--- config.mk ---
export PLATFORM = sky130hd
export DESIGN_NAME = fetch
export DESIGN_NICKNAME = d
export VERILOG_FILES = /design/src/common/core_pkg.sv /design/src/pipeline/fetch.sv
export SDC_FILE = /design/constraint.sdc
export NUM_CORES = 1
export LEC_CHECK = 0
export BUFFER_PORTS_ARGS = -buffer_cell sky130_fd_sc_hd__buf_2
export CORE_ASPECT_RATIO = 1.1
export CORE_MARGIN = 2
export CORE_UTILIZATION = 50
export DETAILED_ROUTE_END_ITERATION = 10
export PLACE_DENSITY = 0.84
export SYNTH_ARGS = -nofsm -noshare
export SYNTH_HDL_FRONTEND = slang
export SYNTH_SLANG_ARGS = --single-unit
--- constraint.sdc ---
create_clock -name clk -period 5.8 [get_ports clk]
set_clock_uncertainty 0.05 [all_clocks]
set_input_delay 1.16 -clock clk [delete_from_list [all_inputs] [get_ports clk]]
set_output_delay 1.16 -clock clk [all_outputs]
set_load 0.005 [all_outputs]
--- src/common/core_pkg.sv ---
package core_pkg;

	parameter int XLEN = 64;

	typedef logic [XLEN-1:0] u64;
	typedef logic [31:0] u32;
	typedef logic [4:0] u5;

	// base opcodes, funct3 is checked in decode
	parameter logic [6:0] OP_LUI = 7'b0110111;
	parameter logic [6:0] OP_IMM = 7'b0010011;
	parameter logic [6:0] OP_REG = 7'b0110011;
	parameter logic [6:0] OP_LOAD = 7'b0000011;
	parameter logic [6:0] OP_STORE = 7'b0100011;
	parameter logic [6:0] OP_BRANCH = 7'b1100011;
	parameter logic [6:0] OP_JAL = 7'b1101111;

	// addi x0, x0, 0
	parameter u32 NOP_INSTR = 32'h0000_0013;

	typedef enum logic [2:0] {
		ALU_ADD,
		ALU_SUB,
		ALU_AND,
		ALU_OR,
		ALU_XOR,
		ALU_PASSB
	} alu_op_t;

	typedef enum logic [1:0] {
		FWD_RF,
		FWD_EX,
		FWD_MEM,
		FWD_WB
	} fwd_sel_t;

	typedef struct packed {
		logic [6:0] funct7;
		u5 rs2;
		u5 rs1;
		logic [2:0] funct3;
		u5 rd;
		logic [6:0] opcode;
	} r_fmt_t;

	typedef struct packed {
		logic [11:0] imm;
		u5 rs1;
		logic [2:0] funct3;
		u5 rd;
		logic [6:0] opcode;
	} i_fmt_t;

	typedef struct packed {
		logic [6:0] imm_hi;
		u5 rs2;
		u5 rs1;
		logic [2:0] funct3;
		logic [4:0] imm_lo;
		logic [6:0] opcode;
	} s_fmt_t;

	typedef struct packed {
		logic imm12;
		logic [5:0] imm10_5;
		u5 rs2;
		u5 rs1;
		logic [2:0] funct3;
		logic [3:0] imm4_1;
		logic imm11;
		logic [6:0] opcode;
	} b_fmt_t;

	typedef struct packed {
		logic [19:0] imm;
		u5 rd;
		logic [6:0] opcode;
	} u_fmt_t;

	typedef struct packed {
		logic imm20;
		logic [9:0] imm10_1;
		logic imm11;
		logic [7:0] imm19_12;
		u5 rd;
		logic [6:0] opcode;
	} j_fmt_t;

	typedef union packed {
		r_fmt_t r_fmt;
		i_fmt_t i_fmt;
		s_fmt_t s_fmt;
		b_fmt_t b_fmt;
		u_fmt_t u_fmt;
		j_fmt_t j_fmt;
	} instr_t;

endpackage
--- src/pipeline/fetch.sv ---
`timescale 1ns/100ps

module fetch #(
	parameter core_pkg::u64 PC_INIT = 64'h0
) (
	input logic clk,
	input logic reset,
	input logic stall,
	input logic flush,
	input logic redirect,
	input core_pkg::u64 redirect_pc,
	input logic instr_ok,
	input core_pkg::u32 instr_data,
	output core_pkg::u64 pc,
	output logic d_valid,
	output core_pkg::u64 d_pc,
	output core_pkg::u32 d_instr
);
	import core_pkg::*;

	// pc only moves once the bus has answered, so the request address stays put
	always_ff @(posedge clk) begin
		if (reset) begin
			pc <= PC_INIT;
			d_valid <= 1'b0;
			d_instr <= NOP_INSTR;
		end else if (!stall) begin
			if (flush) begin
				d_valid <= 1'b0;
				d_instr <= NOP_INSTR;
				if (redirect)
					pc <= redirect_pc;
			end else if (instr_ok) begin
				d_valid <= 1'b1;
				d_instr <= instr_data;
				pc <= pc + 64'd4;
			end else begin
				d_valid <= 1'b0;
				d_instr <= NOP_INSTR;
			end
		end
	end

	always_ff @(posedge clk) begin
		if (!stall && !flush && instr_ok)
			d_pc <= pc;
	end

	// branch and jal targets from execute keep the fetch address word aligned
	pc_aligned: assert property (@(posedge clk) disable iff (reset) pc[1:0] == 2'b00);

endmodule

# --- Yosys cells after proc, flatten, opt, wreduce, memory -nomap -nowiden ---
# Cells that the tools add are included.
totals:
  ramBits: 0
  ff_bits: 161
  latchBits: 0
  mem_count: 0
  out_inout_bits: 161
  romBits: 0
classes:
  eq_ne: 1
  multipliers: 0
  n_mux: 7
  n_addsub: 1
  reduce_logical: 6
  div_mod_pow: 0
  shifts: 0
  n_lt_le_gt_ge: 0
  bitwise_logic: 1
op_table:
  columns: ["cell", "n"]
  rows:
  - ["$mux W64", 3]
  - ["$add A64 B3 Y64 const B", 1]
  - ["$mux W32", 2]
  - ["$reduce_and A3 Y1", 1]
  - ["$logic_and A1 B1 Y1", 2]
  - ["$logic_not A1 Y1", 2]
  - ["$mux W1", 2]
  - ["$ne A2 B1 Y1 const B", 1]
  - ["$reduce_bool A2 Y1", 1]
  - ["$not A1 Y1", 1]

# --- Depth between registers and ports, before layout ---
# Gate-level depths: netlist of run 1.
logic_depth:
  depth_word: 3
  mapped_depth: 9
  depth_no_buf: 6

# --- Worst setup path after synthesis of run 1 ---
# Ideal clock, no wire load.
synth_timing:
  path_kind: "in2reg"
  start: "in flush"
  end: "reg pc[16]"
  path_stages: 6
  setup_slack_ps: 1305
  path_buffers: 3
  t_arrival_ps: 4184
  t_required_ps: 5489
  path_cell_list: "clkbuf_1 or3b_2 clkbuf_1 clkinv_1 clkbuf_1 a311oi_1"
synth_between:
  elab_chain_cells: 2
synth_rtl:
  columns: ["element", "line", "rtl"]
  rows:
  - ["from (decl)", "fetch.sv:9", "input logic flush,"]
  - ["$ne A2 B1 Y1 (no line) or $reduce_bool A2 Y1 (tied branches)", null, null]
  - ["$reduce_and A3 Y1 (no line)", null, null]
  - ["to (signal assigned)", "fetch.sv:32", "pc <= redirect_pc;"]
  - ["to (signal assigned)", "fetch.sv:36", "pc <= pc + 64'd4;"]
  - ["to (decl)", "fetch.sv:14", "output core_pkg::u64 pc,"]
# Several ways; a longest one is shown, not always the timed one.
# A chain may end at the register's enable or synchronous reset.

# --- Worst setup path after layout of run 1 ---
layout_timing:
  start: "in stall"
  end: "reg pc[55]"
layout_between:
  elab_chain_cells: 2
layout_rtl:
  columns: ["element", "line", "rtl"]
  rows:
  - ["from (decl)", "fetch.sv:8", "input logic stall,"]
  - ["$not A1 Y1 (no line)", null, null]
  - ["$reduce_and A3 Y1 (no line)", null, null]
# No other way between the ends.

==> flow_metrics.py, run 1 <==
metrics = {
    "layout": {
        "nNetsFinal": 1126,
        "final_common_cell": "buf_2",
        "area_growth_pct": 26.2,
        "fill_cells": 1277,
        "final_area_um2": 9550,
        "layout-drive-gt1-share": 0.310,
        "final_cell_mix": "262 x buf_2, 97 x dfxtp_1, 75 x nand2_1, 64 x edfxtp_1, 59 x nor2_1",
    },
    "timing": {
        "setup_tns_ns": 0,
        "finalCriticalPeriod_ns": 3.48,
        "fin_crit_sh": 0.601,
        "setup_viol": 0,
        "slew_violations": 0,
        "hold_viol_final": 0,
        "max_freq_mhz": 287,
        "worst_slack_ns": 2.32,
        "slew_headroom": 0.220,
        "worst_pin_slew_ns": 1.16,
        "whs_ns": 0.415,
        "rsz0062_at_grt": "no",
    },
    "drt": {
        "antenna_left": 0,
        "drtIter0Drc": 967,
        "viasPerCell": 6.28,
        "routed_wl_mm": 24.1,
        "route.detailed.drc": 0,
        "first_pass_iters": 5,
        "vias": 7750,
        "routedWlPerCell_um": 19.6,
    },
    "global_routing": {
        "antenna_found_initial": 3,
        "grtUsageMet1": 0.383,
        "grtUsageMet2": 0.449,
        "grt_busiest_layer": "met2",
        "use_met3": 0.0866,
        "overflow": 0,
        "grt_max_degree": 86,
        "grt_pass1_vias": 7015,
        "grt.total_usage": 0.292,
        "grt_pass1_wl_mm": 37.0,
    },
    "cts": {
        "cts_inserted_buffers": 17,
        "insertion_delay_ns": 0.43,
        "clockRootBuffer": "clkbuf_16",
        "htree_levels": 4,
        "cts_tree": "yes",
        "postCtsHoldBufs": 0,
        "cts.sinks": 161,
        "postCtsSetupBuffers": 0,
        "cts_resized": 0,
        "clk_path_buf_depth": 2,
        "clkTransAtPathRegs_ns": 0.07,
    },
    "floorplanning": {
        "io_pins": 263,
        "chipWidth_um": 121,
        "coreArea_um2": 14900,
        "die_y_um": 133,
        "die-area_um2": 16100,
        "start_util": 0.507,
        "fp-row-count": 47,
    },
    "setup_path": {
        "crit_path_start_kind": "input port",
        "critPathKind": "input port to flop",
        "r2r-start": "pc[2]",
        "startpoint": "stall",
        "crit_path_max_fanout": 51,
        "endpoint_kind": "flop",
        "crit_arrival_ns": 3.78,
        "critPathRequiredTime_ns": 6.10,
    },
    "logic_synthesis": {
        "syn-mean-instance-area_um2": 9.53,
        "ys_ff_latch": 161,
        "async_reset_ff_frac": 0,
        "synth_cell_types": 72,
        "yosys_warnings": 0,
        "synth_edf_count": 64,
        "syn-num-nets": 897,
        "synth_top_cell_area_share": 0.257,
        "yosysTopAreaCell": "dfxtp_1",
        "synth_area_leaders": "dfxtp_1 26%, edfxtp_1 25%, nand2_1 3.7%, a22oi_1 3.5%, nand3_1 3.2%",
        "yosysSeqAreaShare": 0.511,
        "synth_ff_type": "dfxtp_1",
        "syn_area_um2": 7570,
        "syn_inst": 794,
    },
    "run_status": {
        "status": "finished, final reports clean",
    },
    "placed_design": {
        "routabilityCongestion": 0.938,
        "dp_slack_ns": 1.94,
        "hpwl_mm": 16.1,
        "numPortBuffers": 262,
        "dpl_cell_area_um2": 8920,
    },
    "power": {
        "power.density_nw_per_um2": 283,
        "leakage_nw": 3.82,
        "ir_worst_vdd_uv": 166,
    },
    "hold_path": {
        "hold_start": "pc[0]",
        "hold_class": "flop to flop",
    },
    "flow_run": {
        "maxCapViolations": 0,
    },
}
## worst paths after layout
kind                  end  slack, ns  cells after the start
setup / recovery   pc[55]       2.32                      7
hold / removal    d_pc[0]       0.41                      0
setup reg to reg   pc[58]       2.42                      6
hold reg to reg   d_pc[0]       0.41                      0
## cell usage after synthesis, types with 3 or more instances
| library cell | count |
|---|---|
| a21o_1 | 5 |
| a22oi_1 | 35 |
| o41ai_1 | 3 |
| a211oi_1 | 7 |
| nand4_1 | 33 |
| a32oi_1 | 4 |
| and3_1 | 26 |
| edfxtp_1 | 64 |
| o211ai_1 | 19 |
| inv_1 | 10 |
| clkbuf_1 | 49 |
| o21ai_0 | 32 |
| and4_1 | 4 |
| nor2_1 | 60 |
| a31o_2 | 3 |
| dfxtp_1 | 97 |
| a21oi_1 | 38 |
| and2_1 | 6 |
| nand3_1 | 49 |
| a311oi_1 | 3 |
| a221oi_1 | 3 |
| o31ai_1 | 7 |
| o22ai_1 | 5 |
| o311ai_0 | 3 |
| a22o_1 | 5 |
| mux2i_1 | 7 |
| a41oi_1 | 3 |
| a31oi_1 | 17 |
| a32o_1 | 3 |
| nand4_2 | 3 |
| or4_1 | 13 |
| nor3_1 | 16 |
| nor4_1 | 14 |
| nand2_1 | 75 |
| a211o_1 | 5 |
| and4_2 | 3 |
| clkbuf_8 | 3 |
| or3_1 | 15 |
## critical path, cell delays in order
cell and delay, ns:
buf_2 0.31, or3b_2 0.77, inv_4 0.56, nand2_1 0.29, nor4_1 0.34, nand4_1 0.17
o211ai_1 0.16
## through the flow
step / cells / util / power (W)
after global routing: 1233 / 0.639 / 0.00278
after CTS: 1232 / 0.639 / 0.00270
after detailed placement: 1200 / 0.597 / 0.00152
after global placement: 1200 / 0.597 / 0.00151
final: 1234 / 0.639 / 0.00270
after floorplan: 794 / - / 0.00140
## routing by layer
| metal | vias to the layer above | wire [µm] |
|---|---|---|
| met5 | - | 27 |
| met4 | 4 | 804 |
| met3 | 77 | 2680 |
| met2 | 495 | 11100 |
| met1 | 3625 | 9500 |
| li1 | 3549 | - |
## layout make-up
class / instances / area (µm²) / area share
well taps: 196 / 245 / 0.0257
inverters: 12 / 47.5 / 0.00498
diodes: 2 / 5.00 / 0.000524
repair buffers: 270 / 1370 / 0.144
clock inverters: 13 / 185 / 0.0194
clock buffers: 19 / 443 / 0.0464
flip-flops and latches: 161 / 3860 / 0.405
multi-input cells: 561 / 3390 / 0.355
## logic make-up (layout without fill, tap and decap cells)
kind of cell    count (synthesis)  after routing  synth area share
fa+ha+maj                       1              1           0.00165
compound gates                216            216             0.199
other cells                     0              2                 0
mux                             7              7           0.00926
buf+inv                        72            314            0.0423
simple gates                  337            337             0.237
flops                         161            161             0.511
## sequential cells by signal, indices dropped and copies added (netlist names)
signal	flops
pc	64
d_valid	1
d_instr	32
d_pc	64
## where the power goes
group	switching, W	leakage, nW	total (W)	internal [W]
Combinational	0.000130	2.14	0.000226	0.0000957
Sequential	0.0000541	1.39	0.00127	0.00122
Clock	0.000473	0.295	0.00120	0.000732
Total	0.000657	3.82	0.00270	0.00205
(Power assumes the default switching activity.)
==> run 2, diff against run 1 <==
clock period = 3.43 ns   (was 5.8 ns; I/O delays follow)
==> run 2 against run 1 <==
  * Register-to-register slack lost 2.0 ns
  * Setup slack lost 1.9 ns
  * Routed wire length grew 1.1%
  * Cell count grew 1.1%
  * Largest power group unchanged
  * Global-route usage grew 0.36 points
  * First-iteration DRC count shrank 5.7%
  * Core utilization is essentially flat
  * Non-clock buffer count grew 12
  * Sequential share of layout area is essentially flat
  * Sequential power grew 69%
  * Clock power grew 43%
  * Combinational power grew 73%
==> flow_metrics.py, run 2 (same netlist as run 1, synthesis figures left out) <==
metrics = {
    "cts": {
        "clockRootBuffer": "clkbuf_16",
        "cts_tree": "yes",
        "postCtsSetupBuffers": 0,
        "htree_levels": 4,
        "cts_resized": 0,
        "postCtsHoldBufs": 0,
        "clk_path_buf_depth": 2,
        "cts_inserted_buffers": 17,
        "clkTransAtPathRegs_ns": 0.06,
        "insertion_delay_ns": 0.43,
        "cts.sinks": 161,
    },
    "floorplanning": {
        "start_util": 0.507,
        "coreArea_um2": 14900,
        "die_y_um": 133,
        "chipWidth_um": 121,
        "io_pins": 263,
        "die-area_um2": 16100,
        "fp-row-count": 47,
    },
    "timing": {
        "slew_headroom": 0.483,
        "hold_viol_final": 0,
        "max_freq_mhz": 331,
        "slew_violations": 0,
        "setup_tns_ns": 0,
        "rsz0062_at_grt": "no",
        "worst_pin_slew_ns": 0.773,
        "fin_crit_sh": 0.881,
        "finalCriticalPeriod_ns": 3.02,
        "whs_ns": 0.418,
        "setup_viol": 0,
    },
    "setup_path": {
        "ff2ff_setup_slack_ns": 0.41,
        "r2r-start": "pc[2]",
        "crit_path_max_fanout": 9,
        "worstRegToRegCells": 6,
        "r2r-end": "pc[58]",
        "crit_arrival_ns": 3.33,
        "endpoint_kind": "flop",
        "critPathKind": "flop to flop",
        "crit_path_start_kind": "flop",
        "critPathRequiredTime_ns": 3.74,
    },
    "placed_design": {
        "hpwl_mm": 17.1,
        "numPortBuffers": 262,
        "routabilityCongestion": 0.953,
    },
    "global_routing": {
        "overflow": 0,
        "antenna_found_initial": 4,
        "grt_pass1_wl_mm": 37.7,
        "grt.total_usage": 0.296,
        "grt_max_degree": 86,
        "grt_pass1_vias": 6986,
    },
    "drt": {
        "first_pass_iters": 5,
        "drtIter0Drc": 912,
        "routedWlPerCell_um": 19.5,
        "viasPerCell": 6.22,
        "vias": 7767,
        "route.detailed.drc": 0,
        "routed_wl_mm": 24.4,
        "antenna_left": 0,
    },
    "hold_path": {
        "hold_start": "pc[1]",
        "hold_class": "flop to flop",
        "worstHoldEndpoint": "d_pc[1]",
        "hold_depth": 0,
    },
    "layout": {
        "largestRegisters": "d_pc: 64 flops, pc: 64 flops, d_instr: 32 flops",
        "area_growth_pct": 26.3,
        "final_cell_mix": "262 x buf_2, 97 x dfxtp_1, 75 x nand2_1, 64 x edfxtp_1, 59 x nor2_1",
        "nNetsFinal": 1138,
        "multiInputGateArea_um2": 3390,
        "final_common_cell": "buf_2",
        "register_area_um2": 3860,
        "fill_cells": 1284,
        "layout-drive-gt1-share": 0.317,
    },
    "power": {
        "ir_worst_vdd_uv": 375,
        "power.density_nw_per_um2": 446,
        "leakage_nw": 3.85,
        "finalPower_w": 0.00426,
    },
    "run_status": {
        "status": "finished, final reports clean",
    },
    "flow_run": {
        "maxCapViolations": 0,
    },
}
==> run 2: cell count changes in the layout (fill, tap and decap cells not counted), sizes merged <==
| cell | previous run | this run |
|---|---|---|
| buf | 270 | 282 |
| bufinv | 4 | 0 |
| clkbuf | 19 | 22 |
| clkinv | 6 | 9 |
| diode | 2 | 4 |
| inv | 12 | 10 |
==> run 2: power by group <==
| group | internal (W) | leakage [nW] | switching (W) |
|---|---|---|---|
| logic | 0.000168 | 2.20 | 0.000222 |
| registers | 0.00206 | 1.39 | 0.0000913 |
| clock network | 0.000960 | 0.255 | 0.000760 |
| total | 0.00319 | 3.85 | 0.00107 |
==> run 2: routing by layer <==
metal	wire length, µm	part of all wire	vias up	track usage
met5	13	0.00053	-	0
met4	699	0.029	2	0.113
met3	2690	0.11	75	0.0832
met2	11300	0.46	509	0.466
met1	9740	0.40	3613	0.388
li1	-	-	3568	-
==> run 2: cell type report <==
class | count | area share
Antenna cell | 4 | 0.00105
Multi-Input combinational cell | 561 | 0.355
Inverter | 12 | 0.00484
Sequential cell | 161 | 0.404
Clock inverter | 10 | 0.00642
Tap cell | 196 | 0.0257
Timing Repair Buffer | 282 | 0.154
Clock buffer | 22 | 0.0487
==> run 2: metrics by stage <==
step / util / worst slack [ns] / area, µm² / std cells
2_1_floorplan: - / 0.465 / 7570 / 794
3_3_place_gp: 0.604 / 0.579 / 9020 / 1212
3_5_place_dp: 0.604 / 0.529 / 9020 / 1212
4_1_cts: 0.639 / 0.502 / 9550 / 1244
5_1_grt: 0.640 / 0.309 / 9550 / 1247
6_report: 0.640 / 0.407 / 9560 / 1248
==> run 2: critical path, stage by stage (launching register included) <==
cell     delay, ns
dfxtp_1       0.48
ha_1          0.30
nand4_2       0.26
nor4_1        0.58
nand4_1       0.50
or4_1         0.62
a31oi_1       0.16
==> run 2: worst max path at each step <==
stage	startpoint	to	slack, ns	cells past startpoint
finish	pc[2]	pc[58]	0.41	6
global route	pc[2]	pc[58]	0.31	6
detailed placement	pc[2]	pc[58]	0.53	6
floorplan	flush	d_pc[0]	0.46	5
CTS	pc[2]	pc[58]	0.50	6
global placement	flush	pc[22]	0.58	8
==> run 3, diff against run 2 <==
CORE_UTILIZATION = 54   (was 50)
PLACE_DENSITY = 0.89   (was 0.84)
clock period = 3.5 ns   (was 3.43 ns; I/O delays follow)
==> run 3 against run 2 <==
  * Register-to-register slack gained 0.18 ns
  * Sequential power fell by 2%
  * Cell count decreased by 0.80%
  * Routed wire length decreased by 1.2%
  * Combinational power shrank 1%
  * Non-clock buffer count is the same
  * Clock power is 2% higher
  * Maximum frequency up 3.9%
  * Power fell by 0.26%
  * Clock-buffer cell count shrank 5
  * First-iteration DRC count increased by 0.77%
  * Design area up 0.18%
  * Critical endpoint is now pc[38]
  * Critical path type unchanged
==> flow_metrics.py, run 3 (same netlist as run 1, synthesis figures left out) <==
metrics = {
    "run_status": {
        "status": "finished, final reports clean",
    },
    "timing": {
        "worst_slack_ns": 0.590,
        "worst_pin_slew_ns": 0.920,
        "fin_crit_sh": 0.831,
        "slew_headroom": 0.381,
        "finalCriticalPeriod_ns": 2.91,
        "slew_violations": 0,
        "rsz0062_at_grt": "no",
        "hold_viol_final": 0,
        "max_freq_mhz": 344,
        "setup_viol": 0,
        "setup_tns_ns": 0,
    },
    "power": {
        "leakage_nw": 3.86,
        "p_sw_w": 0.00108,
        "seq_power_share": 0.496,
        "internal-power_w": 0.00317,
        "power.density_nw_per_um2": 444,
        "p_clk_frac": 0.413,
        "combPwrFrac": 0.091,
        "sw_frac_of_total": 0.255,
        "ir_worst_vdd_uv": 357,
    },
    "drt": {
        "drtIter0Drc": 919,
        "antenna_left": 0,
        "routed_wl_mm": 24.1,
        "route.detailed.drc": 0,
        "first_pass_iters": 6,
        "vias": 7910,
        "viasPerCell": 6.39,
        "routedWlPerCell_um": 19.5,
    },
    "layout": {
        "final_common_cell": "buf_2",
        "fin_util": 0.697,
        "nNetsFinal": 1138,
        "layout-drive-gt1-share": 0.320,
        "final_cell_mix": "262 x buf_2, 97 x dfxtp_1, 75 x nand2_1, 64 x edfxtp_1, 59 x nor2_1",
        "largestRegisters": "d_pc: 64 flops, pc: 64 flops, d_instr: 32 flops",
        "area_growth_pct": 26.5,
    },
    "global_routing": {
        "grt.total_usage": 0.321,
        "grt_pass1_vias": 7343,
        "grt_pass1_wl_mm": 37.7,
        "grt_max_degree": 74,
        "overflow": 0,
        "antenna_found_initial": 2,
    },
    "cts": {
        "htree_levels": 4,
        "clkTransAtPathRegs_ns": 0.06,
        "cts.sinks": 161,
        "clk_path_buf_depth": 2,
        "postCtsSetupBuffers": 0,
        "cts_resized": 0,
        "clockRootBuffer": "clkbuf_16",
        "insertion_delay_ns": 0.43,
        "cts_inserted_buffers": 17,
        "postCtsHoldBufs": 0,
        "cts_tree": "yes",
    },
    "floorplanning": {
        "io_pins": 263,
        "fp-row-count": 45,
        "die_y_um": 128,
        "coreArea_um2": 13700,
        "chipWidth_um": 117,
        "die-area_um2": 15000,
        "start_util": 0.551,
    },
    "setup_path": {
        "critPathKind": "flop to flop",
        "critPathRequiredTime_ns": 3.76,
        "crit_path_max_fanout": 9,
        "crit_arrival_ns": 3.17,
        "endpoint_kind": "flop",
        "crit_path_start_kind": "flop",
    },
    "placed_design": {
        "routabilityCongestion": 0.961,
        "hpwl_mm": 16.8,
        "numPortBuffers": 262,
        "dp_slack_ns": 0.685,
    },
    "flow_run": {
        "maxCapViolations": 0,
    },
    "hold_path": {
        "hold_class": "flop to flop",
    },
}
[run 3: power by group through the flow]
stage	combinational (W)	sequential, W	clock [W]
4_1_cts	0.000381	0.00211	0.00177
3_3_place_gp	0.000370	0.00214	0
2_1_floorplan	0.000196	0.00213	0
5_1_grt	0.000424	0.00212	0.00185
6_report	0.000386	0.00211	0.00176
3_5_place_dp	0.000380	0.00215	0
[run 3: final cells by class]
cell class                 instances  area, µm²
antenna                            2       5.00
clock buffer                      17        425
clock inverter                    15        133
fill                            1077       4170
inverter                          12       47.5
multi-input combinational        561       3390
sequential                       161       3860
tap                              188        235
timing repair buffer             282       1470
[run 3: per-stage QoR]
step	instance area, µm²	total power (W)	hold WS (ns)	cells
3_5_place_dp	9010	0.00253	0.400	1204
2_1_floorplan	7570	0.00232	0.399	794
4_1_cts	9570	0.00425	0.415	1236
3_3_place_gp	9010	0.00251	0.394	1204
5_1_grt	9570	0.00439	0.437	1238
6_report	9570	0.00425	0.421	1238
[run 3: routing by layer]
metal	share of wire	vias up	wire, µm	track usage
li1	-	3568	-	-
met5	0	-	0	0
met1	0.39	3670	9310	0.418
met2	0.46	595	11000	0.496
met3	0.12	77	2880	0.0842
met4	0.037	0	893	0.157
[run 3: path summary, 6_finish.rpt]
check	from	end	slack (ns)	cells past startpoint
setup / recovery	pc[2]	pc[38]	0.59	6
hold / removal	d_valid	d_valid	0.42	2
setup reg to reg	pc[2]	pc[38]	0.59	6
hold reg to reg	d_valid	d_valid	0.42	2
[run 3: worst max-delay path, stage by stage (launching register included)]
cell and delay (ns):
dfxtp_1 0.47, ha_1 0.31, nand4_2 0.25, nor4_2 0.73
nand4_1 0.41, and3_1 0.31, a211o_1 0.26
